`config.mk`:
```
export PLATFORM = sky130hd
export DESIGN_NAME = race_view_top
export DESIGN_NICKNAME = d
export VERILOG_FILES = /design/src/logic/race_view_pkg.sv /design/src/logic/vga_timing.sv /design/src/logic/player_pos_port.sv /design/src/logic/view_address_gen.sv /design/src/logic/pixel_compositor.sv /design/src/logic/race_view_top.sv
export SDC_FILE = /design/constraint.sdc
export NUM_CORES = 1
export LEC_CHECK = 0
export BUFFER_PORTS_ARGS = -buffer_cell sky130_fd_sc_hd__clkbuf_2
export CAP_MARGIN = 20
export CORE_MARGIN = 3
export CORE_UTILIZATION = 55
export CTS_BUF_LIST = sky130_fd_sc_hd__clkbuf_8
export CTS_CLUSTER_SIZE = 8
export DETAILED_ROUTE_END_ITERATION = 7
export GPL_TIMING_DRIVEN = 0
export MAX_ROUTING_LAYER = met4
export PLACE_DENSITY = 0.8
export SYNTH_ARGS = -nofsm -noshare
export SYNTH_HDL_FRONTEND = slang
export SYNTH_SLANG_ARGS = --single-unit
```
`constraint.sdc`:
```
create_clock -name clk_25MHz -period 6.6 [get_ports clk_25MHz]
set_input_delay 0.66 -clock clk_25MHz [delete_from_list [all_inputs] [get_ports clk_25MHz]]
set_output_delay 0.66 -clock clk_25MHz [all_outputs]
set_load 0.005 [all_outputs]
```
`src/logic/race_view_pkg.sv`:
```
`default_nettype none

package race_view_pkg;

    typedef logic [9:0]  pixel_coord_t;   // screen counter
    typedef logic [9:0]  world_coord_t;   // map coordinate
    typedef logic [18:0] map_addr_t;      // row-major map address
    typedef logic [1:0]  color_index_t;   // map memory color code
    typedef logic [11:0] rgb_t;           // 4:4:4

    // ============================================================
    // 640x480 @ 60 Hz timing
    // ============================================================
    localparam pixel_coord_t H_ACTIVE = 10'd640;
    localparam pixel_coord_t H_FRONT  = 10'd16;
    localparam pixel_coord_t H_SYNC   = 10'd96;
    localparam pixel_coord_t H_BACK   = 10'd48;
    localparam pixel_coord_t V_ACTIVE = 10'd480;
    localparam pixel_coord_t V_FRONT  = 10'd10;
    localparam pixel_coord_t V_SYNC   = 10'd2;
    localparam pixel_coord_t V_BACK   = 10'd33;

    // ============================================================
    // screen layout
    // ============================================================
    localparam pixel_coord_t VIEW_WIDTH    = 10'd320;  // one half-screen
    localparam pixel_coord_t HUD_TOP       = 10'd360;
    localparam pixel_coord_t MINI_LEFT     = 10'd240;
    localparam pixel_coord_t MINI_RIGHT    = 10'd400;
    localparam world_coord_t VIEW_OFFSET_X = 10'd40;   // viewer sits 40 units in
    localparam world_coord_t VIEW_OFFSET_Y = 10'd60;
    localparam world_coord_t DOT_RADIUS    = 10'd6;

    // map color codes 0..3
    localparam rgb_t map_palette [0:3] = '{12'h6B4, 12'h888, 12'hFFF, 12'h2A2};

    localparam rgb_t SEPARATOR_COLOR = 12'hFFF;
    localparam rgb_t OUT_BOUND_COLOR = 12'h6B4;
    localparam rgb_t HUD_COLOR       = 12'h444;
    localparam rgb_t P1_DOT_COLOR    = 12'hF00;  // red
    localparam rgb_t P2_DOT_COLOR    = 12'h00F;  // blue

    typedef enum logic {WAIT_REQ, HOLD_ACK} pos_port_state_t;

endpackage

`default_nettype wire

```
`src/logic/vga_timing.sv`:
```
`timescale 1ns/1ns
`default_nettype none

module vga_timing import race_view_pkg::*; (
    input  wire          clk_25MHz,
    input  wire          rst,
    output pixel_coord_t h_cnt,
    output pixel_coord_t v_cnt,
    output logic         hsync_raw,
    output logic         vsync_raw
);

    // frame totals, 800 x 525
    localparam pixel_coord_t H_TOTAL = H_ACTIVE + H_FRONT + H_SYNC + H_BACK;
    localparam pixel_coord_t V_TOTAL = V_ACTIVE + V_FRONT + V_SYNC + V_BACK;

    // sync pulse starts after active + front porch
    localparam pixel_coord_t H_SYNC_START = H_ACTIVE + H_FRONT;
    localparam pixel_coord_t H_SYNC_END   = H_ACTIVE + H_FRONT + H_SYNC;
    localparam pixel_coord_t V_SYNC_START = V_ACTIVE + V_FRONT;
    localparam pixel_coord_t V_SYNC_END   = V_ACTIVE + V_FRONT + V_SYNC;

    logic h_last;
    logic v_last;

    assign h_last = (h_cnt == H_TOTAL - 10'd1);
    assign v_last = (v_cnt == V_TOTAL - 10'd1);

    // ============================================================
    // pixel and line counters
    // ============================================================
    always_ff @(posedge clk_25MHz) begin
        if (rst) begin
            h_cnt <= '0;
            v_cnt <= '0;
        end else if (h_last) begin
            h_cnt <= '0;
            if (v_last) begin
                v_cnt <= '0;
            end else begin
                v_cnt <= v_cnt + 10'd1;  // next line
            end
        end else begin
            h_cnt <= h_cnt + 10'd1;
        end
    end

    // active-low pulses, decoded straight from the counters
    assign hsync_raw = !((h_cnt >= H_SYNC_START) && (h_cnt < H_SYNC_END));
    assign vsync_raw = !((v_cnt >= V_SYNC_START) && (v_cnt < V_SYNC_END));

endmodule

`default_nettype wire

```
`src/logic/player_pos_port.sv`:
```
`timescale 1ns/1ns
`default_nettype none

module player_pos_port import race_view_pkg::*; #(
    parameter world_coord_t P1_START_X = 10'd15,
    parameter world_coord_t P1_START_Y = 10'd125,
    parameter world_coord_t P2_START_X = 10'd25,
    parameter world_coord_t P2_START_Y = 10'd125
) (
    input  wire          clk_25MHz,
    input  wire          rst,
    input  wire          pos_req,
    input  wire          pos_player,  // 0 = p1, 1 = p2
    input  world_coord_t pos_x,
    input  world_coord_t pos_y,
    output logic         pos_ack,
    output world_coord_t p1_x,
    output world_coord_t p1_y,
    output world_coord_t p2_x,
    output world_coord_t p2_y
);

    pos_port_state_t state;

    // four-phase req/ack, data captured on the way into HOLD_ACK
    always_ff @(posedge clk_25MHz) begin
        if (rst) begin
            state <= WAIT_REQ;
            p1_x  <= P1_START_X;
            p1_y  <= P1_START_Y;
            p2_x  <= P2_START_X;
            p2_y  <= P2_START_Y;
        end else begin
            case (state)
                WAIT_REQ: if (pos_req) begin
                    state <= HOLD_ACK;
                    if (pos_player) begin
                        p2_x <= pos_x;
                        p2_y <= pos_y;
                    end else begin
                        p1_x <= pos_x;
                        p1_y <= pos_y;
                    end
                end
                HOLD_ACK: if (!pos_req) state <= WAIT_REQ;  // req dropped, release ack
                default:  state <= WAIT_REQ;
            endcase
        end
    end

    assign pos_ack = (state == HOLD_ACK);

endmodule

`default_nettype wire

```
`src/logic/view_address_gen.sv`:
```
`timescale 1ns/1ns
`default_nettype none

module view_address_gen import race_view_pkg::*; #(
    parameter world_coord_t MAP_WIDTH  = 10'd640,
    parameter world_coord_t MAP_HEIGHT = 10'd480
) (
    input  wire          clk_25MHz,
    input  wire          rst,
    input  pixel_coord_t h_cnt,
    input  pixel_coord_t v_cnt,
    input  wire          hsync_raw,
    input  wire          vsync_raw,
    input  world_coord_t p1_x,
    input  world_coord_t p1_y,
    input  world_coord_t p2_x,
    input  world_coord_t p2_y,
    output map_addr_t    map_addr,
    output map_addr_t    mini_addr,
    output logic         visible,
    output logic         hud_sep,
    output logic         in_hud,
    output logic         in_mini,
    output logic         view_sep,
    output logic         out_of_map,
    output logic         p1_dot,
    output logic         p2_dot,
    output logic         hsync_d,
    output logic         vsync_d
);

    pixel_coord_t rel_x;
    world_coord_t view_x, view_y;
    world_coord_t map_x, map_y;
    world_coord_t scan_x, scan_y;
    logic         outside, mini_area;

    function automatic logic near_dot(world_coord_t a, world_coord_t b);
        world_coord_t diff;
        diff = (a >= b) ? a - b : b - a;
        return diff <= DOT_RADIUS;
    endfunction

    // ============================================================
    // viewer select and world position, 4x zoom
    // ============================================================
    always_comb begin
        if (h_cnt < VIEW_WIDTH) begin
            rel_x  = h_cnt;  // left half follows p1
            view_x = p1_x;
            view_y = p1_y;
        end else begin
            rel_x  = h_cnt - VIEW_WIDTH;
            view_x = p2_x;
            view_y = p2_y;
        end
    end

    assign map_x   = world_coord_t'(rel_x >> 2) + view_x - VIEW_OFFSET_X;  // wraps at 10 bits
    assign map_y   = world_coord_t'(v_cnt >> 2) + view_y - VIEW_OFFSET_Y;
    assign outside = (map_x >= MAP_WIDTH) || (map_y >= MAP_HEIGHT);

    // minimap shows the whole map at 1/4 scale
    assign mini_area = (h_cnt >= MINI_LEFT) && (h_cnt < MINI_RIGHT) && (v_cnt >= HUD_TOP);
    assign scan_x    = world_coord_t'(h_cnt - MINI_LEFT) << 2;
    assign scan_y    = world_coord_t'(v_cnt - HUD_TOP) << 2;

    always_ff @(posedge clk_25MHz) begin
        map_addr   <= outside ? '0 :
                      map_addr_t'(map_y) * map_addr_t'(MAP_WIDTH) + map_addr_t'(map_x);
        mini_addr  <= !mini_area ? '0 :
                      map_addr_t'(scan_y) * map_addr_t'(MAP_WIDTH) + map_addr_t'(scan_x);
        out_of_map <= outside;
        in_mini    <= mini_area;
        hud_sep    <= (v_cnt == HUD_TOP - 10'd1) || (v_cnt == HUD_TOP);
        in_hud     <= (v_cnt >= HUD_TOP);
        view_sep   <= (h_cnt == VIEW_WIDTH - 10'd1) || (h_cnt == VIEW_WIDTH);
        p1_dot     <= near_dot(scan_x, p1_x) && near_dot(scan_y, p1_y);
        p2_dot     <= near_dot(scan_x, p2_x) && near_dot(scan_y, p2_y);
    end

    // blanking and sync ride along with the addresses
    always_ff @(posedge clk_25MHz) begin
        if (rst) begin
            visible <= 1'b0;
            hsync_d <= 1'b1;
            vsync_d <= 1'b1;
        end else begin
            visible <= (h_cnt < H_ACTIVE) && (v_cnt < V_ACTIVE);
            hsync_d <= hsync_raw;
            vsync_d <= vsync_raw;
        end
    end

endmodule

`default_nettype wire

```
`src/logic/pixel_compositor.sv`:
```
`timescale 1ns/1ns
`default_nettype none

module pixel_compositor import race_view_pkg::*; (
    input  wire          clk_25MHz,
    input  wire          rst,
    input  wire          visible,
    input  wire          hud_sep,
    input  wire          in_hud,
    input  wire          in_mini,
    input  wire          view_sep,
    input  wire          out_of_map,
    input  wire          p1_dot,
    input  wire          p2_dot,
    input  wire          hsync_d,
    input  wire          vsync_d,
    input  color_index_t map_index,
    input  color_index_t mini_index,
    output rgb_t         rgb,
    output logic         hsync,
    output logic         vsync
);

    logic visible_q, hsync_q, vsync_q;
    logic hud_sep_q, in_hud_q, in_mini_q, view_sep_q;
    logic out_of_map_q, p1_dot_q, p2_dot_q;
    rgb_t color;

    // ============================================================
    // align flags with the memory read latency
    // ============================================================
    always_ff @(posedge clk_25MHz) begin
        if (rst) begin
            visible_q <= 1'b0;
            hsync_q   <= 1'b1;
            vsync_q   <= 1'b1;
        end else begin
            visible_q <= visible;
            hsync_q   <= hsync_d;
            vsync_q   <= vsync_d;
        end
    end

    always_ff @(posedge clk_25MHz) begin
        hud_sep_q    <= hud_sep;
        in_hud_q     <= in_hud;
        in_mini_q    <= in_mini;
        view_sep_q   <= view_sep;
        out_of_map_q <= out_of_map;
        p1_dot_q     <= p1_dot;
        p2_dot_q     <= p2_dot;
    end

    // overlay priority, top entry wins
    always_comb begin
        if (!visible_q) begin
            color = '0;  // blanking
        end else if (hud_sep_q) begin
            color = SEPARATOR_COLOR;
        end else if (in_hud_q) begin
            if (in_mini_q) begin
                if (p1_dot_q)      color = P1_DOT_COLOR;  // red on top of blue
                else if (p2_dot_q) color = P2_DOT_COLOR;
                else               color = map_palette[mini_index];
            end else begin
                color = HUD_COLOR;
            end
        end else if (view_sep_q) begin
            color = SEPARATOR_COLOR;
        end else if (out_of_map_q) begin
            color = OUT_BOUND_COLOR;
        end else begin
            color = map_palette[map_index];
        end
    end

    always_ff @(posedge clk_25MHz) begin
        if (rst) begin
            rgb   <= '0;
            hsync <= 1'b1;
            vsync <= 1'b1;
        end else begin
            rgb   <= color;
            hsync <= hsync_q;
            vsync <= vsync_q;
        end
    end

endmodule

`default_nettype wire

```
`src/logic/race_view_top.sv`:
```
`timescale 1ns/1ns
`default_nettype none

module race_view_top import race_view_pkg::*; #(
    parameter world_coord_t MAP_WIDTH  = 10'd640,
    parameter world_coord_t MAP_HEIGHT = 10'd480,
    parameter world_coord_t P1_START_X = 10'd15,
    parameter world_coord_t P1_START_Y = 10'd125,
    parameter world_coord_t P2_START_X = 10'd25,
    parameter world_coord_t P2_START_Y = 10'd125
) (
    input  wire          clk_25MHz,
    input  wire          rst,
    input  wire          pos_req,
    input  wire          pos_player,
    input  world_coord_t pos_x,
    input  world_coord_t pos_y,
    output logic         pos_ack,
    output map_addr_t    map_addr,    // to external map RAM, port a
    output map_addr_t    mini_addr,   // port b
    input  color_index_t map_index,
    input  color_index_t mini_index,
    output rgb_t         rgb,
    output logic         hsync,
    output logic         vsync
);

    pixel_coord_t h_cnt, v_cnt;
    logic         hsync_raw, vsync_raw, hsync_d, vsync_d;
    world_coord_t p1_x, p1_y, p2_x, p2_y;
    logic         visible, hud_sep, in_hud, in_mini;
    logic         view_sep, out_of_map, p1_dot, p2_dot;

    vga_timing vga_timing_i (.*);

    player_pos_port #(
        .P1_START_X(P1_START_X), .P1_START_Y(P1_START_Y),
        .P2_START_X(P2_START_X), .P2_START_Y(P2_START_Y)
    ) player_pos_port_i (.*);

    view_address_gen #(
        .MAP_WIDTH(MAP_WIDTH), .MAP_HEIGHT(MAP_HEIGHT)
    ) view_address_gen_i (.*);

    pixel_compositor pixel_compositor_i (.*);

endmodule

`default_nettype wire

```
After elaboration in Yosys (flattened, before gate mapping)
Cells that the tools add are included.
{"block": "classes", "magnitude_cmp": 22, "mux": 22, "n_reduce_logical": 16, "add_sub_neg": 19, "shifts": 0, "eq_ne": 6, "div": 0, "n_mul": 2, "bitwise": 5}
{"op": "$mux 12", "count": 11}
{"op": "$mux 10", "count": 8}
{"op": "$sub 10x10->10", "count": 8}
{"op": "$bmux 12 s2", "count": 2}
{"op": "$eq 10x9->1 const B", "count": 4}
{"op": "$ge 10x10->1", "count": 4}
{"op": "$le 10x3->1 const B", "count": 4}
{"op": "$lt 10x9->1 const B", "count": 4}
{"op": "$add 19x10->19", "count": 2}
{"op": "$ge 10x9->1 const B", "count": 3}
{"op": "$add 10x1->10 const B", "count": 2}
{"op": "$add 8x10->10", "count": 2}
{"op": "$eq 10x10->1 const B", "count": 2}
{"op": "$ge 10x10->1 const B", "count": 2}
{"op": "$lt 10x10->1 const B", "count": 2}
{"op": "$sub 10x6->10 const B", "count": 2}
{"op": "$mul 10x3->12 const B", "count": 1}
{"op": "$ge 10x8->1 const B", "count": 1}
{"op": "$mul 8x3->10 const B", "count": 1}
{"op": "$sub 10x9->10 const B", "count": 1}
{"op": "$sub 8x7->8 const B", "count": 1}
{"op": "$sub 8x8->8 const B", "count": 1}
{"op": "$logic_and 1x1->1", "count": 7}
{"op": "$ge 3x3->1 const B", "count": 2}
{"op": "other kinds (7)", "count": 15}
{"block": "totals", "rom_bits": 0, "latch_bits": 0, "out_inout_bits": 53, "mem_count": 0, "wordCells": 124, "mem_bits_rw": 0, "inputBits": 28, "register_bits": 133}

Longest topological paths before layout
Gate-level depths: netlist (run 1).
{"block": "depth", "depth_word": 9, "mapped_depth": 27}

By module
A second synthesis (run 1) with hierarchy kept.
{"block": "unflattened", "cells_unflattened": 1269, "area_unflattened_um2": 10530.1}
{"module": "view_address_gen", "area_each_um2": 6932.9, "cells_each": 902, "n_inst": 1, "seq_area_each_um2": 920.9}
{"module": "player_pos_port", "area_each_um2": 1655.3, "cells_each": 161, "n_inst": 1, "seq_area_each_um2": 820.8}
{"module": "vga_timing", "area_each_um2": 1011.0, "cells_each": 112, "n_inst": 1, "seq_area_each_um2": 400.4}
{"module": "pixel_compositor", "area_each_um2": 930.9, "cells_each": 94, "n_inst": 1, "seq_area_each_um2": 480.5}

Worst setup path before layout (run 1)
Ideal clock, no wire load.
{"block": "synth_timing", "path_type": "register to register", "startpoint": "register vga_timing_i.h_cnt[6]", "endpoint": "register view_address_gen_i.map_addr[17]", "setup_ns": 0.117, "t_required_ns": 6.483, "arrival_time_ns": 5.522, "stages_incl_launch_ff": 28, "setup_slack_ns": 0.961, "path_buffers": 3, "path_cell_list": "dfxtp_1 -> clkbuf_1 -> inv_1 -> ha_1 -> inv_1 -> a21oi_2 -> clkbuf_1 -> clkbuf_1 -> nand2_1 -> o21ai_0 -> ha_1 -> ha_1 -> fa_1 -> a211o_1 -> a21o_1 -> a21oi_1 -> xor2_1 -> inv_1 -> ha_1 -> inv_1 -> fa_1 -> nor2b_1 -> o21ai_0 -> or3_1 -> nor3_1 -> nand3_1 -> xnor2_1 -> nor2_1"}
{"block": "synth_via", "elab_chain_cells": 6, "elab_cells_between_ends": 14}
{"item": "start: declaration", "line_no": "vga_timing.sv:7", "source": "output pixel_coord_t h_cnt,"}
{"item": "start signal: assignment", "line_no": "vga_timing.sv:44", "source": "h_cnt <= h_cnt + 10'd1;"}
{"item": "$lt 10x9->1 or $sub 10x9->10 (tied branches)", "line_no": "view_address_gen.sv:48, view_address_gen.sv:53"}
{"item": "$mux 10", "line_no": "view_address_gen.sv:48", "source": "if (h_cnt < VIEW_WIDTH) begin"}
{"item": "$add 8x10->10, on equally long branches", "line_no": "view_address_gen.sv:60, view_address_gen.sv:59"}
{"item": "$sub 10x6->10, on equally long branches", "line_no": "view_address_gen.sv:60, view_address_gen.sv:59"}
{"item": "$mul 10x3->12 (tied with other cells)", "line_no": "view_address_gen.sv:70", "source": "map_addr_t'(map_y) * map_addr_t'(MAP_WIDTH) + map_addr_t'(map_x);"}
{"item": "$add 19x10->19 or $logic_or 1x1->1 (tied branches)", "line_no": "view_address_gen.sv:70, view_address_gen.sv:61"}
{"item": "end signal: assignment", "line_no": "view_address_gen.sv:69", "source": "map_addr <= outside ? '0 :"}
{"item": "end: declaration", "line_no": "view_address_gen.sv:18", "source": "output map_addr_t map_addr,"}
Parallel ways exist; a longest one is shown, timed or not.
A chain may end at the register's enable or synchronous reset.

Final worst setup path (run 1)
Ends and elaborated chain as after synthesis.

==> impl_results.md, run 1 <==
* Initial core utilization at 0.573
* Post-layout worst setup margin at 482 ps
* Vias in the first global route at 8696
* Number of flops mapped to enable cells by yosys at 0
* Worst reg2reg setup slack at 480 ps
* Critical R2R Capture: view_address_gen_i.map_addr[17]$_SDFF_PP0_
* Cells after Synth at 1265
* Final min period at 6120 ps
* Initial drt markers at 830
* Synth top cells by count: 146 x ha_1, 144 x nor2_1, 131 x dfxtp_1
* Num CTS Buffers at 17
* Crit-path max cell delay at 430 ps
* Ant diodes at 0
* Pwr dens at 190 nW/um^2
* Async S/R FF share, synth at 0
* Tightest Pin Transition at 696 ps
* CP Class: reg -> reg
* Largest area contributor in the netlist: dfxtp_1
* Internal Dissipation at 1390 uW
* Area of the multi-input gates at 6820 sq um
* Pre-CTS setup slack at -255 ps
* WL per Instance at 16.5 microns
* Reg2Reg Depth at 27
* Final critical-path share of the clock period at 0.927
* Critical hold path startpoint: view_address_gen_i.in_hud$_DFF_P_
* Final Power at 2120 uW
* Min-Delay Path Depth at 0
* Die area at 20000 sq um
* Core Area at 17600 sq um
* First-pass DRT Iterations at 6
* Placed inst area at 10800 sq um
* Synth top area cells: dfxtp_1 26%, ha_1 18%, xnor2_1 5.6%, nor2_1 5.4%, a21oi_1 5.0%
* CP max-delay cell: fa_1
* Reg2reg start: vga_timing_i.h_cnt[6]$_SDFF_PP0_
* Ys flop type: dfxtp_1
* Share of the synthesized area in the top cell type at 0.260
* DRT Wirelength at 26400 microns
* Layout cells sized above 1 at 0.105
* Grt ovf at 0
* Mapped cell area at 10100 sq um
* Final Slew Violations at 0
* Library cells used by synthesis at 71
* Fmax at 163 MHz
* Routed Antenna Nets at 0
* Maximum vdd drop at 0.145 mV
* Startpoint Class: register
* Family with the most delay on the worst path: adder cells
* Die width at 141 microns
* Rel. slew slack at 0.533
* Status: complete, no violations
* Reg clk slew, reported paths at 90 ps
* Design area at 11200 sq um
* Area growth syn-to-layout at 10.8%
* Switching fraction of total power at 0.345
* Worst Path Arrival at 6470 ps
* Initial antenna violation count at 0
* Die H at 141 microns
* Logic pwr share at 0.266
* Worst skew pair latency at 460 ps
* NumNets Final at 1545
* Final Hold Vio Count at 0
* Clock sinks at 131
* Syn Area/Cell at 7.97 sq um
* Largest net degree at the start of global routing at 17
* TritonCTS clock tree: yes
* Leakage at 0.00517 uW
* Top-count cell post-synth: ha_1
* Worst hold path type: reg -> reg
* First-pass GRT wire length at 42800 microns
* Sequential cell area fraction in the yosys report at 0.260
* Routability cong. at 0.960
* Critical path data required time at 6950 ps
* Buf/Inv on CP at 7
* Dpl hpwl at 20700 microns
* Row cnt at 48
* H-Tree Depth at 4
* Vias per cell at 5.77
* Reg area at 2620 sq um
* Clock power share at 0.330
* Port Buffers at 77
* Hold EP: pixel_compositor_i.in_hud_q$_DFF_P_
* CTS Buffer Depth at 2
* Crit. End Element: register
* Share of power burned in registers at 0.405
* Crit-path max FO at 10
* Ys Warns at 0
* P_sw at 732 uW
* Total number of vias at 9228
* All-Layer GR Usage at 0.272
* Clock Tree Root: clkbuf_8
* Endpoints failing setup at 0
* RSZ-0062 raised after global routing: no
* DRC Markers at 0
* Fillers at 1546
* Synthesis-stage register bit count at 131
* Io pins at 81
* Post-route clock skew at 13.2 ps
* Max-Cap Viols at 0
## cell families (layout without fill, tap and decap cells)
group | Yosys count | after routing | synth area share
xor+xnor | 90 | 90 | 0.0782
flops | 131 | 131 | 0.260
other cells | 1 | 2 | 0.000372
buf+inv | 171 | 280 | 0.0654
compound gates | 285 | 285 | 0.181
mux | 18 | 18 | 0.0180
fa+ha+maj | 155 | 155 | 0.199
simple gates | 414 | 414 | 0.198
## how the worst max path moves through the flow
stage | from | end | cells past startpoint
6_report | vga_timing_i.h_cnt[6]$_SDFF_PP0_ | view_address_gen_i.map_addr[17]$_SDFF_PP0_ | 27
2_1_floorplan | vga_timing_i.h_cnt[6]$_SDFF_PP0_ | view_address_gen_i.map_addr[17]$_SDFF_PP0_ | 27
4_1_cts | vga_timing_i.h_cnt[6]$_SDFF_PP0_ | view_address_gen_i.map_addr[17]$_SDFF_PP0_ | 27
3_5_place_dp | vga_timing_i.h_cnt[6]$_SDFF_PP0_ | view_address_gen_i.map_addr[17]$_SDFF_PP0_ | 27
3_3_place_gp | vga_timing_i.h_cnt[6]$_SDFF_PP0_ | view_address_gen_i.map_addr[17]$_SDFF_PP0_ | 27
5_1_grt | vga_timing_i.h_cnt[6]$_SDFF_PP0_ | view_address_gen_i.map_addr[17]$_SDFF_PP0_ | 27
## flip-flops by register name, summed over array words and instances (netlist names), 10 cells and up
register and cells:
view_address_gen_i.map_addr 19, vga_timing_i.v_cnt 10, player_pos_port_i.p2_y 10, vga_timing_i.h_cnt 10
player_pos_port_i.p1_y 10, player_pos_port_i.p2_x 10, pixel_compositor_i.rgb 12, player_pos_port_i.p1_x 10
view_address_gen_i.mini_addr 17
## area by class of cell
class,count,share of cell area
Tap cell,225,0.0252
Inverter,129,0.0434
Buffer,42,0.0165
Timing Repair Buffer,77,0.0345
Clock inverter,15,0.0142
Sequential cell,131,0.235
Clock buffer,17,0.0210
Multi-Input combinational cell,964,0.610
## through the flow
| step | TNS [ps] | instances | hold slack (ps) | util |
|---|---|---|---|---|
| floorplan | 0 | 1266 | 310 | - |
| global placement | -216 | 1568 | 311 | 0.611 |
| detailed placement | -568 | 1568 | 312 | 0.611 |
| CTS | 0 | 1600 | 332 | 0.633 |
| global route | 0 | 1600 | 339 | 0.635 |
| finish | 0 | 1600 | 329 | 0.635 |
## per-layer routing
metal  vias to the layer above  share of wire  GRT usage
met3                        59          0.071     0.0526
met1                      4291           0.43      0.342
met2                       322           0.47      0.447
met5                         -              0          -
met4                         0          0.024     0.0813
li1                       4556              -          -
## power by group through the flow
stage          sequential (uW)  clock, uW  combinational (uW)
2_1_floorplan              874          0                 414
3_3_place_gp               876          0                 541
3_5_place_dp               877          0                 551
4_1_cts                    858        707                 555
5_1_grt                    863        740                 634
6_report                   859        699                 564
## placed cells by master (no fill, tap or decap), types with 30 or more instances in the layout
master,synthesis,layout
inv_1,128,128
nand3_1,30,30
dfxtp_1,131,131
a21oi_1,101,101
nor2_1,144,144
clkbuf_2,0,78
ha_1,146,146
xnor2_1,64,64
nand2_1,93,93
o21ai_0,53,53
## timing repair
item | in CTS | in global routing
buffers inserted | 0 | 0
setup endpoints to repair | 3 | 4
hold buffers | 0 | 0
gates resized for setup | 1 | 11
hold endpoints to repair | 0 | 0
Power figures use the tool's default switching activity.
==> run 2: changes to the inputs <==
TNS_END_PERCENT = 1   (was not set)
clock period = 6.4 ns   (was 6.6 ns; I/O delays follow)
==> run 2 against run 1 <==
Against the previous run: register-to-register slack barely moved; clock power rose by 3.0%; global-route usage did not move; core utilization rose by 0.092 points; wire length fell by 0.12%; critical path type unchanged; power rose by 3.1%; flip-flop and latch count did not move; combinational power rose by 3%; die area did not move; fmax rose by 3.6%.
==> impl_results.md, run 2 (synthesis results as in run 1) <==
* Status: complete, no violations (unchanged)
* Post-route clock skew at 11.8 ps (was 13.2 ps)
* Ant diodes at 0 (unchanged)
* Post-route setup TNS at 0 ps (unchanged)
* Clock sinks at 131 (unchanged)
* CTS Buffer Depth at 2 (unchanged)
* Placed inst area at 10800 sq um (unchanged)
* Io pins at 81 (unchanged)
* Cts hold-fix bufs at 0 (unchanged)
* First-pass DRT Iterations at 5 (was 6)
* Row cnt at 48 (unchanged)
* Crit. End Element: register (unchanged)
* Number of flip-flops in the largest register at 19 (unchanged)
* WL per Instance at 16.5 microns (about the same)
* Fmax at 169 MHz (was 163 MHz)
* Endpoints failing setup at 0 (unchanged)
* Crit-path most repeated cell: ha_1
* Die area at 20000 sq um (unchanged)
* DRT Wirelength at 26400 microns (about the same)
* Final critical-path share of the clock period at 0.923 (was 0.927)
* First-pass GRT wire length at 42800 microns (unchanged)
* Num CTS Buffers at 17 (unchanged)
* Worst Path Arrival at 6250 ps (was 6470 ps)
* Final min period at 5910 ps (was 6120 ps)
* Layout cells sized above 1 at 0.106 (was 0.105)
* Maximum vdd drop at 0.150 mV (was 0.145 mV)
* Worst hold path type: reg -> reg (unchanged)
* Routability cong. at 0.960 (unchanged)
* CP Class: reg -> reg (unchanged)
* Final Hold Vio Count at 0 (unchanged)
* Post-cts sizing count at 2 (was 1)
* Tightest Pin Transition at 684 ps (was 696 ps)
* Port Buffers at 77 (unchanged)
* Grt ovf at 0 (unchanged)
* Min-Delay Path Depth at 0 (unchanged)
* H-Tree Depth at 4 (unchanged)
* Total stage count of the critical path at 27 (unchanged)
* Worst skew pair latency at 460 ps (about the same)
* Clock Tree Root: clkbuf_8 (unchanged)
* Area growth syn-to-layout at 10.9% (was 10.8%)
* Largest net degree at the start of global routing at 17 (unchanged)
* DRC Markers at 0 (unchanged)
* Critical R2R Capture: view_address_gen_i.map_addr[17]$_SDFF_PP0_ (unchanged)
* Initial core utilization at 0.573 (unchanged)
* Vias in the first global route at 8696 (unchanged)
* Reg with most FFs: view_address_gen_i.map_addr (unchanged)
* NumNets Final at 1545 (unchanged)
* Total number of vias at 9220 (was 9228)
* Max-Cap Viols at 0 (unchanged)
* Core Area at 17600 sq um (unchanged)
* Initial drt markers at 748 (was 830)
* Buf/Inv on CP at 7 (unchanged)
* Final Slew Violations at 0 (unchanged)
* Worst reg2reg setup slack at 490 ps (was 480 ps)
* Vias per cell at 5.76 (was 5.77)
* Family with the most delay on the worst path: adder cells (unchanged)
* Routed Antenna Nets at 0 (unchanged)
* Die width at 141 microns (unchanged)
* Design area at 11200 sq um (about the same)
* Reg2reg start: vga_timing_i.h_cnt[6]$_SDFF_PP0_ (unchanged)
* Critical path data required time at 6740 ps (was 6950 ps)
* Top flop regs: view_address_gen_i.map_addr x19, view_address_gen_i.mini_addr x17, pixel_compositor_i.rgb x12 (unchanged)
* All-Layer GR Usage at 0.272 (unchanged)
* Commonest non-fill, non-tap cell in the layout: ha_1 (unchanged)
* Final hold slack at 330 ps (was 329 ps)
* Crit-path max FO at 10 (unchanged)
* Crit-path max cell delay at 430 ps (about the same)
* Pwr dens at 196 nW/um^2 (was 190 nW/um^2)
* Dpl hpwl at 20700 microns (unchanged)
* Critical hold path startpoint: view_address_gen_i.in_hud$_DFF_P_ (unchanged)
* Rel. slew slack at 0.544 (was 0.533)
* # Post-CTS Setup Buffers at 0 (unchanged)
* CP max-delay cell: fa_1 (unchanged)
* Leakage at 0.00518 uW (was 0.00517 uW)
* Hold EP: pixel_compositor_i.in_hud_q$_DFF_P_ (unchanged)
* Reg2Reg Depth at 27 (unchanged)
* Initial antenna violation count at 0 (unchanged)
* Startpoint Class: register (unchanged)
* Reg clk slew, reported paths at 90 ps (about the same)
* Die H at 141 microns (unchanged)
* TritonCTS clock tree: yes (unchanged)
* Most frequent cells in the layout: 146 x ha_1, 144 x nor2_1, 131 x dfxtp_1, 127 x inv_1, 101 x a21oi_1 (was 146 x ha_1, 144 x nor2_1, 131 x dfxtp_1, 128 x inv_1, 101 x a21oi_1)
## run 2: cell counts in the layout (fill, tap and decap cells not counted)
Identical to the previous run, type by type.
## run 2: report_power, final
part / internal [uW] / leakage, uW / total [uW] / switching [uW]
sequential: 860 / 0.00107 / 885 / 25.9
clock: 325 / 0.000204 / 720 / 395
combinational: 249 / 0.00391 / 582 / 334
## run 2: area by class of cell
class | instances | area, sq um
Multi-Input combinational cell | 964 | 6830
Fill cell | 1540 | 6410
Sequential cell | 131 | 2620
Inverter | 129 | 484
Timing Repair Buffer | 77 | 385
Tap cell | 225 | 282
Clock buffer | 17 | 234
Buffer | 42 | 188
Clock inverter | 15 | 159
## run 2: worst max path at each step
stage | from | endpoint | slack [ps]
after global routing | vga_timing_i.h_cnt[6]$_SDFF_PP0_ | view_address_gen_i.map_addr[17]$_SDFF_PP0_ | -9
after CTS | vga_timing_i.h_cnt[6]$_SDFF_PP0_ | view_address_gen_i.map_addr[17]$_SDFF_PP0_ | 40
final | vga_timing_i.h_cnt[6]$_SDFF_PP0_ | view_address_gen_i.map_addr[17]$_SDFF_PP0_ | 490
after global placement | vga_timing_i.h_cnt[6]$_SDFF_PP0_ | view_address_gen_i.map_addr[17]$_SDFF_PP0_ | -360
after detailed placement | vga_timing_i.h_cnt[6]$_SDFF_PP0_ | view_address_gen_i.map_addr[17]$_SDFF_PP0_ | -460
after floorplan | vga_timing_i.h_cnt[6]$_SDFF_PP0_ | view_address_gen_i.map_addr[17]$_SDFF_PP0_ | 760
## run 2: through the flow
stage                     utilization  power [uW]  std cells  setup WS [ps]
final                           0.636        2190       1600            495
after CTS                       0.634        2190       1600           40.4
after floorplan                     -        1330       1266            761
after global routing            0.636        2310       1600          -9.19
after detailed placement        0.611        1470       1568           -455
after global placement          0.611        1460       1568           -356
## run 2: worst register-to-register path, delay by kind of cell (launching register included)
kind                       cells  cell delay, ps
DFF                            1             340
adders and majority gates      6            1730
AOI/OAI and AO/OA              6            1150
and+or+nand+nor                6            1180
xor gates and xnor gates       2             260
buffers and inverters          7            1130
## run 2: metal layers
layer / vias to the layer above / track usage / wire length [microns]
met5: - / - / 0
met4: 0 / 0.0813 / 611
met3: 52 / 0.0526 / 1840
met2: 318 / 0.447 / 12500
met1: 4276 / 0.342 / 11400
li1: 4574 / - / -
